File: src/design/watch_defs.svh
`ifndef WATCH_DEFS_SVH
`define WATCH_DEFS_SVH

// Last value before wrap in binary
`define WATCH_SEC_MAX 8'd59
`define WATCH_MIN_MAX 8'd59
`define COOK_MIN_MAX 8'd99

// Centiseconds per second minus one
`define CSEC_MAX 8'd99

// 100 MHz clock
`define TICK_DIV_DEFAULT 1_000_000

`endif
File: src/design/watch_pkg.sv
package watch_pkg;

    typedef enum logic [1:0] {
        WATCH      = 2'd0,
        COOK_TIMER = 2'd1,
        STOP_WATCH = 2'd2
    } mode_t;

    typedef logic [7:0] time_byte_t;

    // One-cycle pulses from the buttons
    typedef struct packed {
        logic mode;
        logic act;
        logic inc_a;
        logic inc_b;
        logic alarm_off;
    } btn_pulse_t;

    typedef struct packed {
        logic act;
        logic inc_a;
        logic inc_b;
    } func_btn_t;

    typedef struct packed {
        time_byte_t high;
        time_byte_t low;
    } time_pair_t;

    typedef struct packed {
        time_byte_t min;
        time_byte_t sec;
    } clock_view_t;

    typedef struct packed {
        time_byte_t sec;
        time_byte_t csec;
    } sw_view_t;

    // Same display word read as min/sec or sec/csec
    typedef union packed {
        time_pair_t  pair;
        clock_view_t clk_view;
        sw_view_t    sw_view;
    } disp_pair_u;

    typedef struct packed {
        logic set_watch;
        logic cook_running;
        logic sw_running;
        logic lap_view;
    } status_t;

endpackage

File: src/design/multifunction_watch.sv
`timescale 1ns/10ps
`include "watch_defs.svh"

module multifunction_watch import watch_pkg::*; #(
    parameter int TICK_DIV = `TICK_DIV_DEFAULT
) (
    input  logic        clk,
    input  logic        reset_p,
    input  logic        mode_btn,
    input  logic        act_btn,
    input  logic        inc_a_btn,
    input  logic        inc_b_btn,
    input  logic        alarm_off_btn,
    output logic [15:0] disp_bcd,
    output mode_t       mode,
    output logic        alarm,
    output status_t     status
);

    btn_pulse_t pulses;
    logic       csec_tick;
    logic       sec_tick;
    func_btn_t  watch_btn;
    func_btn_t  cook_btn;
    func_btn_t  sw_btn;
    logic       alarm_off;
    time_pair_t watch_time;
    time_pair_t cook_time;
    time_pair_t sw_time;
    logic       set_watch;
    logic       cook_running;
    logic       sw_running;
    logic       lap_view;

    ////////////////////////////////////////////////////////////////////////////
    // Inputs, timebase and mode
    ////////////////////////////////////////////////////////////////////////////

    button_sync u_button_sync (
        .clk(clk), .reset_p(reset_p),
        .mode_btn(mode_btn), .act_btn(act_btn),
        .inc_a_btn(inc_a_btn), .inc_b_btn(inc_b_btn),
        .alarm_off_btn(alarm_off_btn),
        .pulses(pulses)
    );

    tick_timebase #(.TICK_DIV(TICK_DIV)) u_tick_timebase (
        .clk(clk), .reset_p(reset_p),
        .csec_tick(csec_tick), .sec_tick(sec_tick)
    );

    mode_control u_mode_control (
        .clk(clk), .reset_p(reset_p), .pulses(pulses), .mode(mode),
        .watch_btn(watch_btn), .cook_btn(cook_btn), .sw_btn(sw_btn),
        .alarm_off(alarm_off)
    );

    ////////////////////////////////////////////////////////////////////////////
    // Functions and display
    ////////////////////////////////////////////////////////////////////////////

    clock_watch u_clock_watch (
        .clk(clk), .reset_p(reset_p), .btns(watch_btn), .sec_tick(sec_tick),
        .now(watch_time), .set_watch(set_watch)
    );

    cook_timer u_cook_timer (
        .clk(clk), .reset_p(reset_p), .btns(cook_btn), .alarm_off(alarm_off),
        .sec_tick(sec_tick), .remain(cook_time), .running(cook_running),
        .alarm(alarm)
    );

    stop_watch u_stop_watch (
        .clk(clk), .reset_p(reset_p), .btns(sw_btn), .csec_tick(csec_tick),
        .shown(sw_time), .running(sw_running), .lap_view(lap_view)
    );

    display_select u_display_select (
        .clk(clk), .reset_p(reset_p), .mode(mode),
        .watch_time(watch_time), .cook_time(cook_time), .sw_time(sw_time),
        .disp_bcd(disp_bcd)
    );

    assign status = '{
        set_watch:    set_watch,
        cook_running: cook_running,
        sw_running:   sw_running,
        lap_view:     lap_view
    };

endmodule

File: src/design/display_select.sv
`timescale 1ns/10ps

module display_select import watch_pkg::*; (
    input  logic        clk,
    input  logic        reset_p,
    input  mode_t       mode,
    input  time_pair_t  watch_time,
    input  time_pair_t  cook_time,
    input  time_pair_t  sw_time,
    output logic [15:0] disp_bcd
);

    disp_pair_u sel;
    time_byte_t hi_bin;
    time_byte_t lo_bin;

    // Inputs never exceed 99
    function automatic logic [7:0] to_bcd(input time_byte_t bin);
        time_byte_t tens;
        time_byte_t ones;
        tens = bin / 8'd10;
        ones = bin - tens * 8'd10;
        return {tens[3:0], ones[3:0]};
    endfunction

    always_comb begin
        case (mode)
            COOK_TIMER: sel.pair = cook_time;
            STOP_WATCH: sel.pair = sw_time;
            default:    sel.pair = watch_time;
        endcase
    end

    // Min/sec or sec/csec share the same byte positions
    assign hi_bin = sel.pair.high;
    assign lo_bin = sel.pair.low;

    always_ff @(posedge clk or posedge reset_p) begin
        if (reset_p)
            disp_bcd <= '0;
        else
            disp_bcd <= {to_bcd(hi_bin), to_bcd(lo_bin)};
    end

endmodule

File: src/design/stop_watch.sv
`timescale 1ns/10ps
`include "watch_defs.svh"

module stop_watch import watch_pkg::*; (
    input  logic       clk,
    input  logic       reset_p,
    input  func_btn_t  btns,
    input  logic       csec_tick,
    output time_pair_t shown,
    output logic       running,
    output logic       lap_view
);

    time_byte_t sec;
    time_byte_t csec;
    time_byte_t lap_sec;
    time_byte_t lap_csec;

    always_ff @(posedge clk or posedge reset_p) begin
        if (reset_p) begin
            running  <= 1'b0;
            lap_view <= 1'b0;
            sec      <= '0;
            csec     <= '0;
            lap_sec  <= '0;
            lap_csec <= '0;
        end else if (btns.inc_b) begin
            // Clear leaves run state alone
            lap_view <= 1'b0;
            sec      <= '0;
            csec     <= '0;
            lap_sec  <= '0;
            lap_csec <= '0;
        end else begin
            if (btns.act)
                running <= ~running;

            if (btns.inc_a) begin
                lap_view <= ~lap_view;
                if (!lap_view) begin
                    lap_sec  <= sec;   // Capture on entry
                    lap_csec <= csec;
                end
            end

            if (running && csec_tick) begin
                if (csec >= `CSEC_MAX) begin
                    csec <= '0;
                    sec  <= (sec >= `WATCH_SEC_MAX) ? '0 : sec + 8'd1;
                end else begin
                    csec <= csec + 8'd1;
                end
            end
        end
    end

    assign shown = lap_view ? time_pair_t'{high: lap_sec, low: lap_csec}
                            : time_pair_t'{high: sec, low: csec};

endmodule

File: src/design/cook_timer.sv
`timescale 1ns/10ps
`include "watch_defs.svh"

module cook_timer import watch_pkg::*; (
    input  logic       clk,
    input  logic       reset_p,
    input  func_btn_t  btns,
    input  logic       alarm_off,
    input  logic       sec_tick,
    output time_pair_t remain,
    output logic       running,
    output logic       alarm
);

    time_byte_t sec;
    time_byte_t min;
    time_byte_t preset_sec;
    time_byte_t preset_min;
    logic       at_zero;
    logic       start;
    logic       any_clear;

    assign at_zero   = (sec == '0) && (min == '0);
    assign start     = !running && !alarm && btns.act && !at_zero;
    assign any_clear = alarm_off | btns.act | btns.inc_a | btns.inc_b;

    always_ff @(posedge clk) begin
        if (start) begin
            preset_sec <= sec;   // Restored after the alarm
            preset_min <= min;
        end
    end

    ////////////////////////////////////////////////////////////////////////////
    // Edit, count-down and alarm
    ////////////////////////////////////////////////////////////////////////////

    always_ff @(posedge clk or posedge reset_p) begin
        if (reset_p) begin
            running <= 1'b0;
            alarm   <= 1'b0;
            sec     <= '0;
            min     <= '0;
        end else if (alarm) begin
            if (any_clear) begin
                alarm <= 1'b0;
                sec   <= preset_sec;
                min   <= preset_min;
            end
        end else if (running) begin
            if (btns.act) begin
                running <= 1'b0;   // Pause
            end else if (at_zero) begin
                running <= 1'b0;
                alarm   <= 1'b1;
            end else if (sec_tick) begin
                if (sec == '0) begin
                    sec <= `WATCH_SEC_MAX;   // Borrow a minute
                    min <= min - 8'd1;
                end else begin
                    sec <= sec - 8'd1;
                end
            end
        end else begin
            if (start)
                running <= 1'b1;
            if (btns.inc_a)
                sec <= (sec >= `WATCH_SEC_MAX) ? '0 : sec + 8'd1;
            if (btns.inc_b)
                min <= (min >= `COOK_MIN_MAX) ? '0 : min + 8'd1;
        end
    end

    assign remain = '{high: min, low: sec};

endmodule

File: src/design/clock_watch.sv
`timescale 1ns/10ps
`include "watch_defs.svh"

module clock_watch import watch_pkg::*; (
    input  logic       clk,
    input  logic       reset_p,
    input  func_btn_t  btns,
    input  logic       sec_tick,
    output time_pair_t now,
    output logic       set_watch
);

    time_byte_t sec;
    time_byte_t min;

    always_ff @(posedge clk or posedge reset_p) begin
        if (reset_p) begin
            set_watch <= 1'b0;
            sec       <= '0;
            min       <= '0;
        end else begin
            if (btns.act)
                set_watch <= ~set_watch;

            if (set_watch) begin
                // Manual adjust, time frozen
                if (btns.inc_a)
                    sec <= (sec >= `WATCH_SEC_MAX) ? '0 : sec + 8'd1;
                if (btns.inc_b)
                    min <= (min >= `WATCH_MIN_MAX) ? '0 : min + 8'd1;
            end else if (sec_tick) begin
                if (sec >= `WATCH_SEC_MAX) begin
                    sec <= '0;
                    min <= (min >= `WATCH_MIN_MAX) ? '0 : min + 8'd1;
                end else begin
                    sec <= sec + 8'd1;
                end
            end
        end
    end

    assign now = '{high: min, low: sec};

endmodule

File: src/design/mode_control.sv
`timescale 1ns/10ps

module mode_control import watch_pkg::*; (
    input  logic       clk,
    input  logic       reset_p,
    input  btn_pulse_t pulses,
    output mode_t      mode,
    output func_btn_t  watch_btn,
    output func_btn_t  cook_btn,
    output func_btn_t  sw_btn,
    output logic       alarm_off
);

    func_btn_t fn_pulse;

    assign fn_pulse  = '{act: pulses.act, inc_a: pulses.inc_a, inc_b: pulses.inc_b};
    assign alarm_off = pulses.alarm_off;   // Alarm can be silenced from any mode

    always_ff @(posedge clk or posedge reset_p) begin
        if (reset_p) begin
            mode <= WATCH;
        end else if (pulses.mode) begin
            case (mode)
                WATCH:      mode <= COOK_TIMER;
                COOK_TIMER: mode <= STOP_WATCH;
                default:    mode <= WATCH;
            endcase
        end
    end

    // Only the active function sees the buttons
    always_comb begin
        watch_btn = '0;
        cook_btn  = '0;
        sw_btn    = '0;
        case (mode)
            WATCH:      watch_btn = fn_pulse;
            COOK_TIMER: cook_btn  = fn_pulse;
            STOP_WATCH: sw_btn    = fn_pulse;
            default:    watch_btn = '0;   // Unused encoding
        endcase
    end

endmodule

File: src/design/tick_timebase.sv
`timescale 1ns/10ps
`include "watch_defs.svh"

module tick_timebase import watch_pkg::*; #(
    parameter int TICK_DIV = `TICK_DIV_DEFAULT
) (
    input  logic clk,
    input  logic reset_p,
    output logic csec_tick,
    output logic sec_tick
);

    localparam int DIV_W = $clog2(TICK_DIV);
    localparam logic [DIV_W-1:0] DIV_LAST = DIV_W'(TICK_DIV - 1);

    logic [DIV_W-1:0] div_cnt;
    time_byte_t       csec_cnt;

    assign csec_tick = (div_cnt == DIV_LAST);
    assign sec_tick  = csec_tick && (csec_cnt == `CSEC_MAX);   // Every 100th csec

    always_ff @(posedge clk or posedge reset_p) begin
        if (reset_p) begin
            div_cnt  <= '0;
            csec_cnt <= '0;
        end else if (csec_tick) begin
            div_cnt <= '0;
            if (sec_tick)
                csec_cnt <= '0;
            else
                csec_cnt <= csec_cnt + 8'd1;
        end else begin
            div_cnt <= div_cnt + DIV_W'(1);
        end
    end

endmodule

File: src/design/button_sync.sv
`timescale 1ns/10ps

module button_sync import watch_pkg::*; (
    input  logic       clk,
    input  logic       reset_p,
    input  logic       mode_btn,
    input  logic       act_btn,
    input  logic       inc_a_btn,
    input  logic       inc_b_btn,
    input  logic       alarm_off_btn,
    output btn_pulse_t pulses
);

    btn_pulse_t raw;
    btn_pulse_t sync_1;
    btn_pulse_t sync_2;
    btn_pulse_t prev;

    assign raw = '{
        mode:      mode_btn,
        act:       act_btn,
        inc_a:     inc_a_btn,
        inc_b:     inc_b_btn,
        alarm_off: alarm_off_btn
    };

    always_ff @(posedge clk or posedge reset_p) begin
        if (reset_p) begin
            sync_1 <= '0;
            sync_2 <= '0;
            prev   <= '0;
        end else begin
            sync_1 <= raw;     // Two-stage synchronizer
            sync_2 <= sync_1;
            prev   <= sync_2;
        end
    end

    assign pulses = sync_2 & ~prev;   // Rising edges only

endmodule

File: config.mk
export PLATFORM = sky130hd
export DESIGN_NAME = multifunction_watch
export DESIGN_NICKNAME = d
export VERILOG_FILES = /design/src/design/watch_pkg.sv /design/src/design/multifunction_watch.sv /design/src/design/display_select.sv /design/src/design/stop_watch.sv /design/src/design/cook_timer.sv /design/src/design/clock_watch.sv /design/src/design/mode_control.sv /design/src/design/tick_timebase.sv /design/src/design/button_sync.sv
export VERILOG_INCLUDE_DIRS = /design/src /design/src/design
export SDC_FILE = /design/constraint.sdc
export NUM_CORES = 1
export LEC_CHECK = 0
export ABC_CLOCK_PERIOD_IN_PS = 6000
export BUFFER_PORTS_ARGS = -buffer_cell sky130_fd_sc_hd__clkbuf_2
export CAP_MARGIN = 20
export CORE_UTILIZATION = 54
export CTS_BUF_LIST = sky130_fd_sc_hd__clkbuf_2 sky130_fd_sc_hd__clkbuf_4 sky130_fd_sc_hd__clkbuf_8
export CTS_CLUSTER_DIAMETER = 200
export DETAILED_ROUTE_END_ITERATION = 8
export PLACE_DENSITY = 0.71
export SETUP_SLACK_MARGIN = 0.3
export SLEW_MARGIN = 20
export SYNTH_ARGS = -nofsm -noshare
export SYNTH_HDL_FRONTEND = slang
export SYNTH_HIERARCHICAL = 1
export SYNTH_SLANG_ARGS = --single-unit
File: constraint.sdc
create_clock -name clk -period 6 [get_ports clk]
set_input_delay 1.2 -clock clk [delete_from_list [all_inputs] [get_ports clk]]
set_output_delay 1.2 -clock clk [all_outputs]
set_load 0.05 [all_outputs]
==> results summary <==
The I/O pin count is 30. The destination of the worst register-to-register timing path is u_display_select/disp_bcd[3]. The number of levels in the clock H-tree is 4.

The floorplan has 45 rows. The starting utilization of the core area came out at 55.8%. The via count of the first global-routing pass came out at between 6000 and 7000. The area of the mapped netlist is about 8600 um^2.

The worst hold path was traced through 0 stages. For this block, the initial DRC count from the detailed router was 526. The final clock period utilization by the worst path is 89.1%. The routed wirelength normalized by instance count came out at 18.3 um. The number of setup violations in the final report came out at 0. The register with the most flip-flops in the layout has 20 of them. The detail-routed via count per cell came out at about 6.2.

The count of nets after finishing is ~890. The post-route cell area is around 9200 um^2. The critical path class is register to register. The setup slack of the worst register-to-register path came out at ~0.65 ns. The flow ran to the end, and the final reports show no timing, DRC or antenna violations.

The sequential area share after synthesis is between 40% and 50%. The power per unit of standard cell area came out at slightly above 500 nW/um^2. The first global-routing pass estimated around 33 mm of wire. In this run the standard cell core region covers around 15000 um^2. The largest registers in the layout are u_tick_timebase/div_cnt x20, u_display_select/disp_bcd x16.

The average cell area after synthesis came out at 10.0 um^2. More flip-flops sit in one register than any other, and that register is u_tick_timebase/div_cnt. The launch point of the worst hold path is u_button_sync/sync_1[3].

The flip-flop cell with the highest count after synthesis is dfrtp_1. The post-cts repair resize count is 0. The area after detailed placement is 8760 um^2.

The total of buffers placed on input and output ports came out at 29. The count of TritonRoute iterations in the first routing pass is 5. STA classifies the critical path startpoint as a register.

The startpoint of the lowest-slack register-to-register path is u_mode_control/mode[0]. The gate count of the mapped netlist is 858. For the pin with the worst max-slew slack, the measured transition is 0.953 ns. For this run, design rule violations remaining after detail routing come to 0. The critical-path maximum fanout came out at 20.

The Yosys step of the flow raised 6 warnings. The critical path data required time is 6.35 ns. The HPWL after detailed placement came out at 14.2 mm.

The synthesized netlist contains 107 unique library cells. The clock drives 146 sinks. The clock input transition at the sequential cells of the worst setup and hold paths came out at around 0.090 ns. Wires add up to 20.0 mm. The number of max-cap violations is 0. The number of max-slew violations in the final report is 0.

The time the final worst path needs with I/O delays and setup came out at 5.35 ns. The maximum buffer depth of the clock tree came out at 2. Measured along the y axis, the die boundary spans roughly 130 um. Clock skew on the completed layout was measured at 0.0154 ns.

The highest achievable clock rate is 187 MHz. The synthesized design contains 16 enable-type register cells. The worst setup path is captured at a register. The number of vias in the routed layout is approximately 6700. At the end of routability-driven placement, the weighted congestion stood at 0.900. The standby leakage power came out at around 3.9 nW. The count of hold buffers inserted by post-cts repair came out at 0. Counting every net in the synthesized netlist gives 885. The number of standard cells in the final layout excluding fillers is 1089. The critical path arrival came out at 5.70 ns. The path with the worst hold slack has its endpoint at u_button_sync/sync_2[3]. TritonCTS built the clock tree. The post-CTS setup buffer count came out at 0.

The tree is rooted in a clkbuf_8. The async set-reset flop share out of synthesis is 89.0%. The number of buffers inserted during clock tree synthesis came out at 17.

The number of diodes added for antenna fixing came out at 0. The final hold violation count is 0. The share of cells above drive strength 1 came out at a little under a fifth. The area enclosed by the die boundary is roughly 16000 um^2. Setup repair after global routing left no endpoint under its margin. Across every metal layer, demand over resource in global routing totals between 20% and 30%. The worst relative slew slack came out at ~36%. The worst hold path belongs to the class register to register. Global routing finished with a remaining overflow of 0. The number of synthesized register bits came out at 146. Including well taps, the total number of placed cells is 1057. The later pin in the worst-skew pair is clocked with a latency of 0.46 ns.

The layout-stage area growth over the synthesis result is 6.72%. The filler cells instantiated in the layout total 1293. The largest voltage drop on the vdd net is 0.237 mV. In the final timing run, aggregate negative setup slack is 0 ns.

Hold timing on the final database bottoms out at a slack of 0.350 ns. The length in cells of the worst reg-to-reg path is 20. At the end of the flow the core is filled with cells to 59.6%.

The number of antenna violations at the first check in global routing is 0. Entering global routing, the biggest net connects 29 pins. The die is ~130 um wide. The remaining antenna violation count came out at 0.
logic make-up after synthesis:
family	Yosys count	share of synthesized area, %
AND/OR/NAND/NOR	327	21.5
AO/OA/AOI/OAI	211	18.7
flip-flops	146	43.5
buffers and inverters	78	4.36
XOR/XNOR	39	3.98
multiplexers	35	4.54
adder cells (fa/ha/maj)	22	3.33
critical path: stages (launching register included):
cell,delay [ns]
dfrtp_1,0.48
inv_1,0.09
ha_2,0.57
a221oi_4,0.10
or4_4,0.58
o31ai_4,0.24
a221oi_2,0.11
o32ai_4,0.41
nor2_1,0.13
ha_1,0.29
nand2_1,0.14
maj3_1,0.40
mux2i_1,0.13
o21ai_1,0.10
ha_1,0.20
fa_1,0.44
inv_1,0.17
nor2_1,0.07
o21ai_0,0.15
nand4_1,0.14
nor4_1,0.30
routing by layer:
metal / vias to the layer above / routed length, um / track usage, %
li1: 3145 / - / -
met1: 3328 / 8560 / 33.5
met2: 229 / 9830 / 42.8
met3: 47 / 1020 / 4.92
met4: 0 / 571 / 10.5
met5: - / 0 / 0
worst max path at each step:
stage,from,to,slack [ns],cells after the start
2_1_floorplan,u_mode_control/mode[0],u_display_select/disp_bcd[3],1.00,23
5_1_grt,u_mode_control/mode[0],u_display_select/disp_bcd[3],0.36,20
4_1_cts,u_mode_control/mode[0],u_display_select/disp_bcd[3],0.54,20
3_3_place_gp,u_mode_control/mode[0],u_display_select/disp_bcd[3],0.89,20
6_report,u_mode_control/mode[0],u_display_select/disp_bcd[3],0.65,20
3_5_place_dp,u_mode_control/mode[0],u_display_select/disp_bcd[3],0.56,21
cells in the mapped netlist, drive strengths merged (8+ instances only):
cell | n | area share, %
nor2 | 56 | 2.5
xnor2 | 20 | 2.0
buf | 27 | 2.1
and2 | 23 | 1.7
clkbuf | 16 | 0.70
nor3 | 16 | 1.2
xor2 | 19 | 1.9
ha | 18 | 2.6
nand2 | 96 | 4.3
and3 | 14 | 1.1
dfrtp | 130 | 38
edfxtp | 16 | 5.6
nor4 | 15 | 1.3
mux2 | 28 | 3.7
a22oi | 14 | 1.2
nand4 | 15 | 1.3
o21ai | 49 | 3.2
a221oi | 8 | 1.3
nand3 | 30 | 1.7
a21oi | 48 | 2.9
o21a | 8 | 0.70
nand2b | 8 | 0.58
inv | 35 | 1.5
nor2b | 16 | 1.8
cell type report:
type,count,area [um^2],share of cell area (%)
flip-flops and latches,146,3730,40.8
repair buffers,31,160,1.75
clock inverters,15,145,1.59
clock buffers,17,234,2.56
multi-input cells,634,4490,49.0
well taps,211,264,2.88
inverters,35,131,1.43
through the flow:
step / total power [mW] / worst slack, ns
6_report: 4.68 / 0.655
5_1_grt: 5.01 / 0.360
4_1_cts: 4.65 / 0.543
3_5_place_dp: 3.89 / 0.564
3_3_place_gp: 3.76 / 0.888
2_1_floorplan: 3.40 / 1.00
where the power goes:
group          total (mW)  internal [mW]  switching, mW
Combinational        2.47          0.900           1.57
Sequential           1.46           1.18          0.275
Clock               0.748          0.339          0.408
Total                4.68           2.42           2.26
cells in the final DEF, fill, tap and decap left out, types with 6 or more instances in the layout:
master / count
nand2b_1: 8
and3_1: 11
clkbuf_2: 29
a211oi_1: 7
nor2b_1: 8
a221o_1: 6
nand4_1: 13
nor2b_4: 7
o21a_1: 8
xor2_1: 19
ha_1: 16
a22oi_1: 14
mux2_1: 6
xnor2_1: 20
edfxtp_1: 16
clkbuf_8: 17
mux2_2: 22
nor4_1: 12
nand3_1: 30
o21ai_0: 28
mux2i_1: 6
inv_1: 30
nand2_1: 95
and2_1: 22
nor2_1: 55
o21ai_1: 16
dfrtp_1: 129
inv_6: 6
nor3_1: 12
a21oi_1: 45
(Power assumes the default switching activity.)
